`src/regex_pkg.sv`:
```
//**************************************************************************
// Regex engine shared types: widths, opcodes, thread, instruction, window
//**************************************************************************
package regex_pkg;

  localparam int pc_width   = 6;
  localparam int cc_id_bits = 2;
  localparam int lanes      = 4;
  localparam int char_width = 8;

  // Instruction opcodes
  typedef enum logic [2:0] {
    op_match,
    op_any,
    op_jmp,
    op_split,
    op_accept
  } opcode_e;

  // One program word
  typedef struct packed {
    opcode_e               opcode;
    logic [char_width-1:0] ch;
    logic [pc_width-1:0]   target;
  } instr_t;

  // A thread is a pc plus the index of the char it looks at
  typedef struct packed {
    logic [pc_width-1:0]   pc;
    logic [cc_id_bits-1:0] cc_id;
  } thread_t;

  // Current input window, one char per lane
  typedef struct packed {
    logic [lanes-1:0][char_width-1:0] chars;
    logic [lanes-1:0]                 enable;
    logic [lanes-1:0]                 end_of_s;
  } window_t;

  // Run control states
  typedef enum logic [1:0] {
    st_idle,
    st_run,
    st_done
  } run_state_e;

endpackage

```
`src/instr_mem.sv`:
```
//**************************************************************************
// Program memory, one write port and one registered read port per lane
//**************************************************************************
`timescale 1ns/1ps

module instr_mem (
  input  logic                                             clk,
  input  logic                                             wr_en,
  input  logic [regex_pkg::pc_width-1:0]                   wr_addr,
  input  regex_pkg::instr_t                                wr_instr,
  input  logic [regex_pkg::lanes-1:0][regex_pkg::pc_width-1:0] rd_pc,
  output regex_pkg::instr_t [regex_pkg::lanes-1:0]         rd_instr
);
  import regex_pkg::*;

  instr_t mem [2**pc_width];

  // Loaded only while the engine is idle
  always_ff @(posedge clk) begin
    if (wr_en) begin
      mem[wr_addr] <= wr_instr;
    end
  end

  // Each core sees its word one cycle after presenting the pc
  always_ff @(posedge clk) begin
    for (int i = 0; i < lanes; i++) begin
      rd_instr[i] <= mem[rd_pc[i]];
    end
  end

endmodule

```
`src/thread_fifo.sv`:
```
//**************************************************************************
// Thread FIFO, circular buffer with first-word-fall-through read and flush
//**************************************************************************
`timescale 1ns/1ps

module thread_fifo #(
  parameter int fifo_depth_bits = 3
) (
  input  logic               clk,
  input  logic               rst_n,
  input  logic               flush,
  input  logic               push,
  input  regex_pkg::thread_t din,
  output logic               full,
  input  logic               pop,
  output regex_pkg::thread_t dout,
  output logic               empty
);
  import regex_pkg::*;

  thread_t mem [2**fifo_depth_bits];

  logic [fifo_depth_bits-1:0] wr_ptr;
  logic [fifo_depth_bits-1:0] rd_ptr;
  logic [fifo_depth_bits:0]   count;
  logic                       do_push;
  logic                       do_pop;

  // Count reaches the depth only when its top bit is set
  assign full    = count[fifo_depth_bits];
  assign empty   = (count == '0);
  assign dout    = mem[rd_ptr];
  assign do_push = push && !full;
  assign do_pop  = pop && !empty;

  always_ff @(posedge clk) begin
    if (do_push) begin
      mem[wr_ptr] <= din;
    end
  end

  always_ff @(posedge clk or negedge rst_n) begin
    if (!rst_n) begin
      wr_ptr <= '0;
      rd_ptr <= '0;
      count  <= '0;
    end else if (flush) begin
      wr_ptr <= '0;
      rd_ptr <= '0;
      count  <= '0;
    end else begin
      if (do_push) wr_ptr <= wr_ptr + 1'b1;
      if (do_pop) rd_ptr <= rd_ptr + 1'b1;
      count <= count + do_push - do_pop;
    end
  end

endmodule

```
`src/thread_arbiter.sv`:
```
//**************************************************************************
// Two-input round-robin arbiter feeding one lane FIFO
//**************************************************************************
`timescale 1ns/1ps

module thread_arbiter (
  input  logic               clk,
  input  logic               rst_n,
  input  logic               in0_valid,
  input  regex_pkg::thread_t in0_thread,
  output logic               in0_ready,
  input  logic               in1_valid,
  input  regex_pkg::thread_t in1_thread,
  output logic               in1_ready,
  output logic               out_valid,
  output regex_pkg::thread_t out_thread,
  input  logic               out_ready
);

  // Set means input 1 wins the next tie
  logic prio;
  logic grant0;
  logic grant1;

  assign grant0     = in0_valid && (!in1_valid || !prio);
  assign grant1     = in1_valid && (!in0_valid || prio);
  assign out_valid  = in0_valid || in1_valid;
  assign out_thread = grant1 ? in1_thread : in0_thread;
  assign in0_ready  = grant0 && out_ready;
  assign in1_ready  = grant1 && out_ready;

  // Hand the tie to the other side after each contested grant
  always_ff @(posedge clk or negedge rst_n) begin
    if (!rst_n) begin
      prio <= 1'b0;
    end else if (in0_valid && in1_valid && out_ready) begin
      prio <= grant0;
    end
  end

endmodule

```
`src/regex_core.sv`:
```
//**************************************************************************
// Lane core, fetches and executes one thread at a time
//**************************************************************************
`timescale 1ns/1ps

module regex_core (
  input  logic                             clk,
  input  logic                             rst_n,
  input  logic                             flush,
  input  logic [regex_pkg::char_width-1:0] lane_char,
  input  logic                             lane_enable,
  input  logic                             lane_end,
  input  regex_pkg::thread_t               fifo_thread,
  input  logic                             fifo_empty,
  output logic                             pop,
  output logic [regex_pkg::pc_width-1:0]   fetch_pc,
  input  regex_pkg::instr_t                instr,
  output logic                             fwd_valid,
  output regex_pkg::thread_t               fwd_thread,
  input  logic                             fwd_ready,
  output logic                             loc_valid,
  output regex_pkg::thread_t               loc_thread,
  input  logic                             loc_ready,
  output logic                             accept_hit,
  output logic                             busy
);
  import regex_pkg::*;

  typedef enum logic [2:0] {
    cs_idle,
    cs_fetch,
    cs_exec,
    cs_split,
    cs_emit
  } core_state_e;

  core_state_e state;
  thread_t     thr;
  logic        char_ok;

  assign pop      = (state == cs_idle) && !fifo_empty && lane_enable;
  assign fetch_pc = thr.pc;
  assign busy     = (state != cs_idle);
  assign char_ok  = (instr.opcode == op_any) || (lane_char == instr.ch);

  always_ff @(posedge clk or negedge rst_n) begin
    if (!rst_n) begin
      state      <= cs_idle;
      thr        <= '0;
      fwd_valid  <= 1'b0;
      fwd_thread <= '0;
      loc_valid  <= 1'b0;
      loc_thread <= '0;
      accept_hit <= 1'b0;
    end else if (flush) begin
      state      <= cs_idle;
      fwd_valid  <= 1'b0;
      loc_valid  <= 1'b0;
      accept_hit <= 1'b0;
    end else begin
      accept_hit <= 1'b0;
      case (state)
        cs_idle: begin
          if (pop) begin
            thr   <= fifo_thread;
            state <= cs_fetch;
          end
        end
        // Memory read in flight
        cs_fetch: state <= cs_exec;
        cs_exec: begin
          state <= cs_idle;
          case (instr.opcode)
            op_match, op_any: begin
              if (char_ok && !lane_end) begin
                fwd_valid        <= 1'b1;
                fwd_thread.pc    <= thr.pc + 1'b1;
                fwd_thread.cc_id <= thr.cc_id + 1'b1;
                state            <= cs_emit;
              end
            end
            op_jmp: begin
              loc_valid  <= 1'b1;
              loc_thread <= '{pc: instr.target, cc_id: thr.cc_id};
              state      <= cs_emit;
            end
            op_split: begin
              loc_valid     <= 1'b1;
              loc_thread.pc <= thr.pc + 1'b1;
              loc_thread.cc_id <= thr.cc_id;
              state         <= cs_split;
            end
            op_accept: accept_hit <= lane_end;
            default: ;
          endcase
        end
        // instr still holds the split word, pc is unchanged
        cs_split: begin
          if (loc_ready) begin
            loc_thread.pc <= instr.target;
            state         <= cs_emit;
          end
        end
        cs_emit: begin
          if ((fwd_valid && fwd_ready) || (loc_valid && loc_ready)) begin
            fwd_valid <= 1'b0;
            loc_valid <= 1'b0;
            state     <= cs_idle;
          end
        end
        default: state <= cs_idle;
      endcase
    end
  end

endmodule

```
`src/vector_engine.sv`:
```
//**************************************************************************
// Ring of four lanes, each an arbiter, a thread FIFO and a regex core
//**************************************************************************
`timescale 1ns/1ps

module vector_engine #(
  parameter int fifo_depth_bits = 3
) (
  input  logic                                                 clk,
  input  logic                                                 rst_n,
  input  logic                                                 flush,
  input  regex_pkg::window_t                                   window,
  input  logic                                                 in_valid,
  input  regex_pkg::thread_t                                   in_thread,
  output logic                                                 in_ready,
  output logic                                                 out_valid,
  output regex_pkg::thread_t                                   out_thread,
  input  logic                                                 out_ready,
  output logic [regex_pkg::lanes-1:0][regex_pkg::pc_width-1:0] fetch_pc,
  input  regex_pkg::instr_t [regex_pkg::lanes-1:0]             instr,
  output logic                                                 accept_hit,
  output logic [regex_pkg::lanes-1:0]                          lane_live
);
  import regex_pkg::*;

  logic    [lanes-1:0] in0_valid, in0_ready;
  thread_t [lanes-1:0] in0_thread;
  logic    [lanes-1:0] arb_valid, fifo_full, fifo_empty, pop;
  thread_t [lanes-1:0] arb_thread, fifo_dout;
  logic    [lanes-1:0] fwd_valid, fwd_ready, loc_valid, loc_ready;
  thread_t [lanes-1:0] fwd_thread, loc_thread;
  logic    [lanes-1:0] hit, busy;

  // Lane 0 takes outside threads, the last core drives the output port
  assign in_ready   = in0_ready[0];
  assign out_valid  = fwd_valid[lanes-1];
  assign out_thread = fwd_thread[lanes-1];
  assign accept_hit = |hit;
  assign lane_live  = ~fifo_empty | busy;

  for (genvar i = 0; i < lanes; i++) begin : g_lane
    if (i == 0) begin : g_head
      assign in0_valid[i]  = in_valid;
      assign in0_thread[i] = in_thread;
    end else begin : g_link
      assign in0_valid[i]  = fwd_valid[i-1];
      assign in0_thread[i] = fwd_thread[i-1];
    end

    if (i == lanes - 1) begin : g_tail
      assign fwd_ready[i] = out_ready;
    end else begin : g_next
      assign fwd_ready[i] = in0_ready[i+1];
    end

    thread_arbiter u_arb (
      .clk(clk), .rst_n(rst_n),
      .in0_valid(in0_valid[i]), .in0_thread(in0_thread[i]), .in0_ready(in0_ready[i]),
      .in1_valid(loc_valid[i]), .in1_thread(loc_thread[i]), .in1_ready(loc_ready[i]),
      .out_valid(arb_valid[i]), .out_thread(arb_thread[i]), .out_ready(!fifo_full[i])
    );

    thread_fifo #(.fifo_depth_bits(fifo_depth_bits)) u_fifo (
      .clk(clk), .rst_n(rst_n), .flush(flush),
      .push(arb_valid[i]), .din(arb_thread[i]), .full(fifo_full[i]),
      .pop(pop[i]), .dout(fifo_dout[i]), .empty(fifo_empty[i])
    );

    regex_core u_core (
      .clk(clk), .rst_n(rst_n), .flush(flush),
      .lane_char(window.chars[i]), .lane_enable(window.enable[i]),
      .lane_end(window.end_of_s[i]),
      .fifo_thread(fifo_dout[i]), .fifo_empty(fifo_empty[i]), .pop(pop[i]),
      .fetch_pc(fetch_pc[i]), .instr(instr[i]),
      .fwd_valid(fwd_valid[i]), .fwd_thread(fwd_thread[i]), .fwd_ready(fwd_ready[i]),
      .loc_valid(loc_valid[i]), .loc_thread(loc_thread[i]), .loc_ready(loc_ready[i]),
      .accept_hit(hit[i]), .busy(busy[i])
    );
  end

endmodule

```
`src/engine_control.sv`:
```
//**************************************************************************
// Run control FSM with quiet detection, timeout flush and sticky accept
//**************************************************************************
`timescale 1ns/1ps

module engine_control (
  input  logic                        clk,
  input  logic                        rst_n,
  input  logic                        start,
  input  logic [regex_pkg::lanes-1:0] lane_live,
  input  logic                        pending,
  input  logic                        accept_hit,
  input  logic                        timeout,
  output logic                        running,
  output logic                        done,
  output logic                        accepted,
  output logic                        flush
);
  import regex_pkg::*;

  run_state_e state;
  logic       quiet_now;
  logic       quiet_q;

  assign quiet_now = (lane_live == '0) && !pending;
  assign running   = (state == st_run);
  assign done      = (state == st_done);

  always_ff @(posedge clk or negedge rst_n) begin
    if (!rst_n) begin
      state    <= st_idle;
      quiet_q  <= 1'b0;
      accepted <= 1'b0;
      flush    <= 1'b0;
    end else begin
      flush   <= 1'b0;
      quiet_q <= quiet_now && running;
      if (start) accepted <= 1'b0;
      else if (accept_hit) accepted <= 1'b1;
      case (state)
        st_idle: if (start) state <= st_run;
        st_run: begin
          // Budget exhausted, empty every lane during the done cycle
          if (timeout) begin
            state <= st_done;
            flush <= 1'b1;
          end else if (quiet_now && quiet_q) begin
            state <= st_done;
          end
        end
        default: state <= st_idle;
      endcase
    end
  end

endmodule

```
`src/run_timer.sv`:
```
//**************************************************************************
// Run cycle counter with cycle budget timeout
//**************************************************************************
`timescale 1ns/1ps

module run_timer #(
  parameter int max_run_cycles = 200
) (
  input  logic                                  clk,
  input  logic                                  rst_n,
  input  logic                                  start,
  input  logic                                  running,
  output logic                                  timeout,
  output logic [$clog2(max_run_cycles+1)-1:0]   run_cycles
);

  // Count saturates at the budget and holds until the next start
  assign timeout = (run_cycles == max_run_cycles);

  always_ff @(posedge clk or negedge rst_n) begin
    if (!rst_n) begin
      run_cycles <= '0;
    end else if (start) begin
      run_cycles <= '0;
    end else if (running && !timeout) begin
      run_cycles <= run_cycles + 1'b1;
    end
  end

endmodule

```
`src/regex_engine_top.sv`:
```
//**************************************************************************
// Regex engine top: program memory, lane ring, run control and run timer
//**************************************************************************
`timescale 1ns/1ps

module regex_engine_top #(
  parameter int fifo_depth_bits = 3,
  parameter int max_run_cycles  = 200
) (
  input  logic                                clk,
  input  logic                                rst_n,
  input  logic                                prog_wr,
  input  logic [regex_pkg::pc_width-1:0]      prog_addr,
  input  regex_pkg::instr_t                   prog_instr,
  input  regex_pkg::window_t                  window,
  input  logic                                in_valid,
  input  regex_pkg::thread_t                  in_thread,
  output logic                                in_ready,
  output logic                                out_valid,
  output regex_pkg::thread_t                  out_thread,
  input  logic                                out_ready,
  output logic                                running,
  output logic                                done,
  output logic                                accepted,
  output logic                                timeout,
  output logic [$clog2(max_run_cycles+1)-1:0] run_cycles
);
  import regex_pkg::*;

  logic   [lanes-1:0][pc_width-1:0] fetch_pc;
  instr_t [lanes-1:0]               instr;
  logic   [lanes-1:0]               lane_live;
  logic                             accept_hit;
  logic                             flush;
  logic                             start;
  logic                             pending;

  // First thread transfer of a run starts it
  assign start   = in_valid && in_ready && !running;
  assign pending = in_valid || out_valid;

  instr_mem u_mem (
    .clk(clk), .wr_en(prog_wr), .wr_addr(prog_addr), .wr_instr(prog_instr),
    .rd_pc(fetch_pc), .rd_instr(instr)
  );

  vector_engine #(.fifo_depth_bits(fifo_depth_bits)) u_engine (
    .clk(clk), .rst_n(rst_n), .flush(flush), .window(window),
    .in_valid(in_valid), .in_thread(in_thread), .in_ready(in_ready),
    .out_valid(out_valid), .out_thread(out_thread), .out_ready(out_ready),
    .fetch_pc(fetch_pc), .instr(instr),
    .accept_hit(accept_hit), .lane_live(lane_live)
  );

  engine_control u_ctrl (
    .clk(clk), .rst_n(rst_n), .start(start), .lane_live(lane_live),
    .pending(pending), .accept_hit(accept_hit), .timeout(timeout),
    .running(running), .done(done), .accepted(accepted), .flush(flush)
  );

  run_timer #(.max_run_cycles(max_run_cycles)) u_timer (
    .clk(clk), .rst_n(rst_n), .start(start), .running(running),
    .timeout(timeout), .run_cycles(run_cycles)
  );

endmodule

```
`config.mk`:
```
export PLATFORM = sky130hd
export DESIGN_NAME = regex_engine_top
export DESIGN_NICKNAME = d
export VERILOG_FILES = /design/src/regex_pkg.sv /design/src/instr_mem.sv /design/src/thread_fifo.sv /design/src/thread_arbiter.sv /design/src/regex_core.sv /design/src/vector_engine.sv /design/src/engine_control.sv /design/src/run_timer.sv /design/src/regex_engine_top.sv
export SDC_FILE = /design/constraint.sdc
export NUM_CORES = 2
export LEC_CHECK = 0
export BUFFER_PORTS_ARGS = -buffer_cell sky130_fd_sc_hd__buf_2
export CAP_MARGIN = 20
export CORE_UTILIZATION = 40
export CTS_BUF_LIST = sky130_fd_sc_hd__clkbuf_4
export CTS_CLUSTER_DIAMETER = 100
export DETAILED_ROUTE_END_ITERATION = 8
export PLACE_DENSITY_LB_ADDON = 0.2
export SLEW_MARGIN = 40
export SYNTH_ARGS = -nofsm -noshare
export SYNTH_HDL_FRONTEND = slang
export SYNTH_SLANG_ARGS = --single-unit
```
`constraint.sdc`:
```
create_clock -name clk -period 2.7 [get_ports clk]
set_clock_uncertainty 0.05 [all_clocks]
set_input_delay 0.405 -clock clk [delete_from_list [all_inputs] [get_ports clk]]
set_output_delay 0.405 -clock clk [all_outputs]
set_load 0.1 [all_outputs]
```
==> tab_implementation.tex <==
\begin{tabular}{lr}
\hline
Metric & Value \\
\hline
\multicolumn{2}{l}{\textbf{Setup path}} \\
\quad CP Max Fanout & 2 \\
\quad Type of destination of the critical path & output port \\
\quad R2r setup slk & -50 ps \\
\quad CP required & 2250 ps \\
\quad Beginning of the worst register-to-register path & u\_engine.g\_lane[1].u\_core.fetch\_pc[1] \\
\quad Crit path DAT & 2550 ps \\
\quad Worst Setup Start Kind & flop \\
\quad CP cell instances & nor4bb\_4, nand4b\_1, inv\_2, buf\_12 \\
\quad Worst Path Class, Setup & flop to output port \\
\quad Capture point of the worst reg-to-reg path & u\_mem.rd\_instr[18] \\
\quad Maximum cell stage delay along the critical path & 430 ps \\
\quad Reg2reg path depth & 8 \\
\quad Critical Path Slowest Stage Cell & sky130\_fd\_sc\_hd\_\_dfrtp\_2 \\
\multicolumn{2}{l}{\textbf{Drt}} \\
\quad Detailed-route DRC error count & 0 \\
\quad Number of iterations in the first detailed-routing pass & 8 \\
\quad Remaining antenna violation count after routing & 0 \\
\quad Iteration-0 DRC Markers & 9538 \\
\quad Detail-routed net length per standard cell & 37.3 um \\
\quad Total wire length after detailed routing & 367000 um \\
\quad Vias & 64600 \\
\quad Via density per instance & 6.55 \\
\multicolumn{2}{l}{\textbf{Min path}} \\
\quad Hold Path Cell Cnt & 7 \\
\quad Critical hold path startpoint & window[36] \\
\quad Hold Crit Endpoint & u\_engine.g\_lane[3].u\_core.fwd\_valid \\
\quad Class of the tightest hold or removal check & input pin to flop \\
\multicolumn{2}{l}{\textbf{Synthesis}} \\
\quad Post-Synth XOR/XNOR Area & 0.787\% \\
\quad Total of flip-flops plus latches after synthesis & 1589 \\
\quad Fraction of the mapped netlist area in compound gates & 6.70\% \\
\quad Unique masters post-synth & 84 \\
\quad Largest family of logic cells by synthesized area & multiplexers \\
\quad Yosys warning total & 0 \\
\quad Mean instance size in the synthesized netlist & 16.1 sq um \\
\quad Async SR Flop Fraction & 11.1\% \\
\quad Most instantiated flip-flop cell in the synthesis netlist & sky130\_fd\_sc\_hd\_\_edfxtp\_1 \\
\quad Post-synthesis simple-gate area fraction & 3.66\% \\
\quad Number of instances in the synthesized netlist & 5526 \\
\quad Net count after synthesis & 5640 \\
\quad Sequential area share after synthesis & 51.8\% \\
\quad Share of cell area taken by muxes after synthesis & 33.0\% \\
\quad Post-synth EDFFs & 1344 \\
\quad Adder-cell area share of the yosys netlist & 0.568\% \\
\quad Cell area after synthesis & 89000 sq um \\
\multicolumn{2}{l}{\textbf{Die}} \\
\quad Starting density of the core & 40.4\% \\
\quad Die span in y & 474 um \\
\quad Number of standard-cell rows in the floorplan & 172 \\
\quad Core box area & 220000 sq um \\
\quad Total I/O pin count & 98 \\
\quad Die Width & 474 um \\
\quad Die Outline Area & 224000 sq um \\
\multicolumn{2}{l}{\textbf{Timing}} \\
\quad Post-route minimum period & 3010 ps \\
\quad Max Freq & 332 MHz \\
\quad RSZ-0062 raised after global routing & true \\
\quad Number of max-slew violations in the final report & 0 \\
\quad Final hold violations & 1 \\
\quad Final WS setup & -309 ps \\
\quad Normalized max-slew margin & 31.5\% \\
\quad Actual transition at the worst max-transition pin & 1020 ps \\
\quad Final cycle utilization of the critical path & 111\% \\
\quad Number of setup violations in the final report & 8 \\
\quad Final Hold Slack & -15.0 ps \\
\multicolumn{2}{l}{\textbf{CTS}} \\
\quad Clk sinks & 1589 \\
\quad Clock transition at the registers of the reported paths & 60 ps \\
\quad Number of levels the H-tree was split into & 5 \\
\quad Clk\_lat worst skew & 1480 ps \\
\quad Clock tree from TritonCTS & built \\
\quad Root Buffer & sky130\_fd\_sc\_hd\_\_clkbuf\_4 \\
\quad CTS Buf Count & 439 \\
\quad Clock Path Buffers & 4 \\
\multicolumn{2}{l}{\textbf{Cells and area}} \\
\quad Commonest non-fill, non-tap cell in the layout & sky130\_fd\_sc\_hd\_\_edfxtp\_1 \\
\quad Most frequent cells in the layout & sky130\_fd\_sc\_hd\_\_edfxtp\_1 (1344), sky130\_fd\_sc\_hd\_\_mux4\_2 (929), sky130\_fd\_sc\_hd\_\_mux2i\_1 (690), sky130\_fd\_sc\_hd\_\_clkbuf\_4 (660), sky130\_fd\_sc\_hd\_\_buf\_4 (623) \\
\quad Number of nets in the finished design & 6637 \\
\quad Final std cells w/o fill & 9859 \\
\quad Layout overhead on the synthesized area & 20.2\% \\
\quad Final core area utilization & 48.6\% \\
\quad Share of cells above drive strength 1 & 41.5\% \\
\multicolumn{2}{l}{\textbf{Place}} \\
\quad Routability Congestion & 0.991 \\
\quad HPWL reported at the end of detailed placement & 246000 um \\
\quad Placement Setup Slack & -418 ps \\
\quad I/O Buffers & 97 \\
\quad Cell Count Post-Placement & 8900 \\
\multicolumn{2}{l}{\textbf{Pwr}} \\
\quad Total chip power & 107 mW \\
\quad Max VDD drop & 910 uV \\
\quad Leakage power & 37.9 nW \\
\quad Total power per unit cell area & 1000 nW/um\^{}2 \\
\multicolumn{2}{l}{\textbf{Outcome}} \\
\quad Result of the run & finished, violations left \\
\quad Violations in the final reports & hold timing, setup timing \\
\multicolumn{2}{l}{\textbf{Flow run}} \\
\quad Maximum Capacitance Violations & 0 \\
\multicolumn{2}{l}{\textbf{Global routing}} \\
\quad Overall fraction of global-route tracks in use & 32.5\% \\
\quad Initial antenna violation count & 25 \\
\quad Pin count of the biggest net entering global routing & 65 \\
\quad Via count of the first global-routing pass & 64400 \\
\quad First-pass GRT wire length & 504000 um \\
\quad Sum of overflow across all layers after global routing & 0 \\
\hline
\end{tabular}
worst max-delay path: cells and delay by family, from the launching register on:
family                 cells  cell delay, ps
buffers and inverters      2             270
flip-flops                 1             430
AND/OR/NAND/NOR            2             450
layer usage:
metal,vias to the layer above,share of wire [%],routed length (um),GRT usage [%]
met5,-,0.028,103,0
met4,14,8.0,29200,23.0
met3,998,11,40800,8.77
met2,4612,44,163000,48.4
met1,33400,37,135000,41.1
li1,25600,-,-,-
logic make-up (layout without fill, tap and decap cells):
kind of cell	after synthesis	in the layout
buffers and inverters	544	1880
multiplexers	1742	1742
AND/OR/NAND/NOR	641	641
adder cells (fa/ha/maj)	38	38
flip-flops	1589	1589
XOR/XNOR	80	80
other	0	39
AO/OA/AOI/OAI	892	892
synthesized netlist by cell type (16+ instances only):
| cell type | count | area share, % |
|---|---|---|
| sky130_fd_sc_hd__edfxtp_1 | 1344 | 45 |
| sky130_fd_sc_hd__mux4_2 | 929 | 23 |
| sky130_fd_sc_hd__mux2i_1 | 694 | 7.8 |
| sky130_fd_sc_hd__nor2_1 | 213 | 0.90 |
| sky130_fd_sc_hd__clkbuf_1 | 178 | 0.75 |
| sky130_fd_sc_hd__dfrtp_1 | 177 | 5.0 |
| sky130_fd_sc_hd__a21oi_1 | 160 | 0.90 |
| sky130_fd_sc_hd__o21ai_0 | 155 | 0.87 |
| sky130_fd_sc_hd__buf_2 | 136 | 0.76 |
| sky130_fd_sc_hd__o22ai_1 | 128 | 0.90 |
| sky130_fd_sc_hd__nand2_1 | 113 | 0.48 |
| sky130_fd_sc_hd__a22oi_1 | 112 | 0.94 |
| sky130_fd_sc_hd__mux2_2 | 106 | 1.3 |
| sky130_fd_sc_hd__a211oi_1 | 93 | 0.78 |
| sky130_fd_sc_hd__dfxtp_1 | 68 | 1.5 |
| sky130_fd_sc_hd__o221ai_1 | 68 | 0.67 |
| sky130_fd_sc_hd__buf_4 | 64 | 0.54 |
| sky130_fd_sc_hd__nand3_1 | 62 | 0.35 |
| sky130_fd_sc_hd__inv_1 | 61 | 0.26 |
| sky130_fd_sc_hd__buf_6 | 56 | 0.71 |
| sky130_fd_sc_hd__nand2b_1 | 50 | 0.35 |
| sky130_fd_sc_hd__xor2_1 | 43 | 0.42 |
| sky130_fd_sc_hd__nor2b_1 | 41 | 0.29 |
| sky130_fd_sc_hd__xnor2_1 | 37 | 0.36 |
| sky130_fd_sc_hd__buf_1 | 36 | 0.15 |
| sky130_fd_sc_hd__ha_1 | 34 | 0.48 |
| sky130_fd_sc_hd__nor3_1 | 30 | 0.17 |
| sky130_fd_sc_hd__a22o_1 | 23 | 0.23 |
| sky130_fd_sc_hd__and4_1 | 21 | 0.21 |
| sky130_fd_sc_hd__a2111oi_0 | 18 | 0.18 |
| sky130_fd_sc_hd__a221oi_1 | 18 | 0.18 |
| sky130_fd_sc_hd__nor4_1 | 18 | 0.13 |
| sky130_fd_sc_hd__o211ai_1 | 16 | 0.13 |
flip-flops by register name (all words and copies together), names as in the netlist, 2 cells and up:
signal	flops
u_timer.run_cycles	8
u_mem.mem	1088
u_engine.g_lane.u_core.state	12
u_engine.g_lane.u_core.thr	8
u_engine.g_lane.u_core.fetch_pc	24
u_engine.g_lane.u_core.loc_thread	32
u_engine.g_lane.u_arb.prio	4
u_engine.g_lane.u_fifo.rd_ptr	12
u_engine.g_lane.u_core.accept_hit	4
u_engine.g_lane.u_core.loc_valid	4
u_engine.g_lane.u_core.fwd_valid	4
u_ctrl.state	2
u_engine.g_lane.u_fifo.count	16
u_engine.g_lane.u_fifo.mem	256
u_mem.rd_instr	68
u_engine.g_lane.u_core.fwd_thread	32
u_engine.g_lane.u_fifo.wr_ptr	12
where the power goes:
part / switching [mW] / internal [mW] / total [mW]
sequential: 2.21 / 29.1 / 31.3
combinational: 30.4 / 23.7 / 54.1
clock: 10.6 / 11.4 / 22.0
cell type report:
class / instances / area (sq um)
fillers: 19100 / 113000
clock buffers: 660 / 4950
inverters: 61 / 231
repair buffers: 1039 / 10800
well taps: 2958 / 3700
flip-flops and latches: 1589 / 46200
clock inverters: 120 / 561
diodes: 39 / 97.6
multi-input cells: 3393 / 40400
repair_timing:
action                                  CTS  global route
setup endpoints to repair                51            55
setup buffers                            28            17
gates resized for setup                  89            63
pin swaps                                 3             9
endpoints found under the hold margin  2612             0
cloned                                    2             2
hold buffers                             95             0
how the worst max path moves through the flow:
stage                                     startpoint                                  to  depth (start not counted)
6_report                       u_timer.run_cycles[4]                             timeout                          4
5_1_grt                        u_timer.run_cycles[4]                             timeout                          4
4_1_cts                        u_timer.run_cycles[4]                             timeout                          4
3_5_place_dp   u_engine.g_lane[1].u_core.fetch_pc[0]                  u_mem.rd_instr[19]                          8
3_3_place_gp   u_engine.g_lane[1].u_core.fetch_pc[0]                  u_mem.rd_instr[19]                          8
2_1_floorplan     u_engine.g_lane[0].u_fifo.count[3]  u_engine.g_lane[0].u_fifo.count[2]                         11
metrics by stage:
step / area (sq um) / setup TNS [ps]
2_1_floorplan: 89000 / 0
3_3_place_gp: 99400 / -2580
3_5_place_dp: 99400 / -2220
4_1_cts: 107000 / -2940
5_1_grt: 107000 / -1220
6_report: 107000 / -673
No activity file was read; power rests on OpenSTA's default activity.
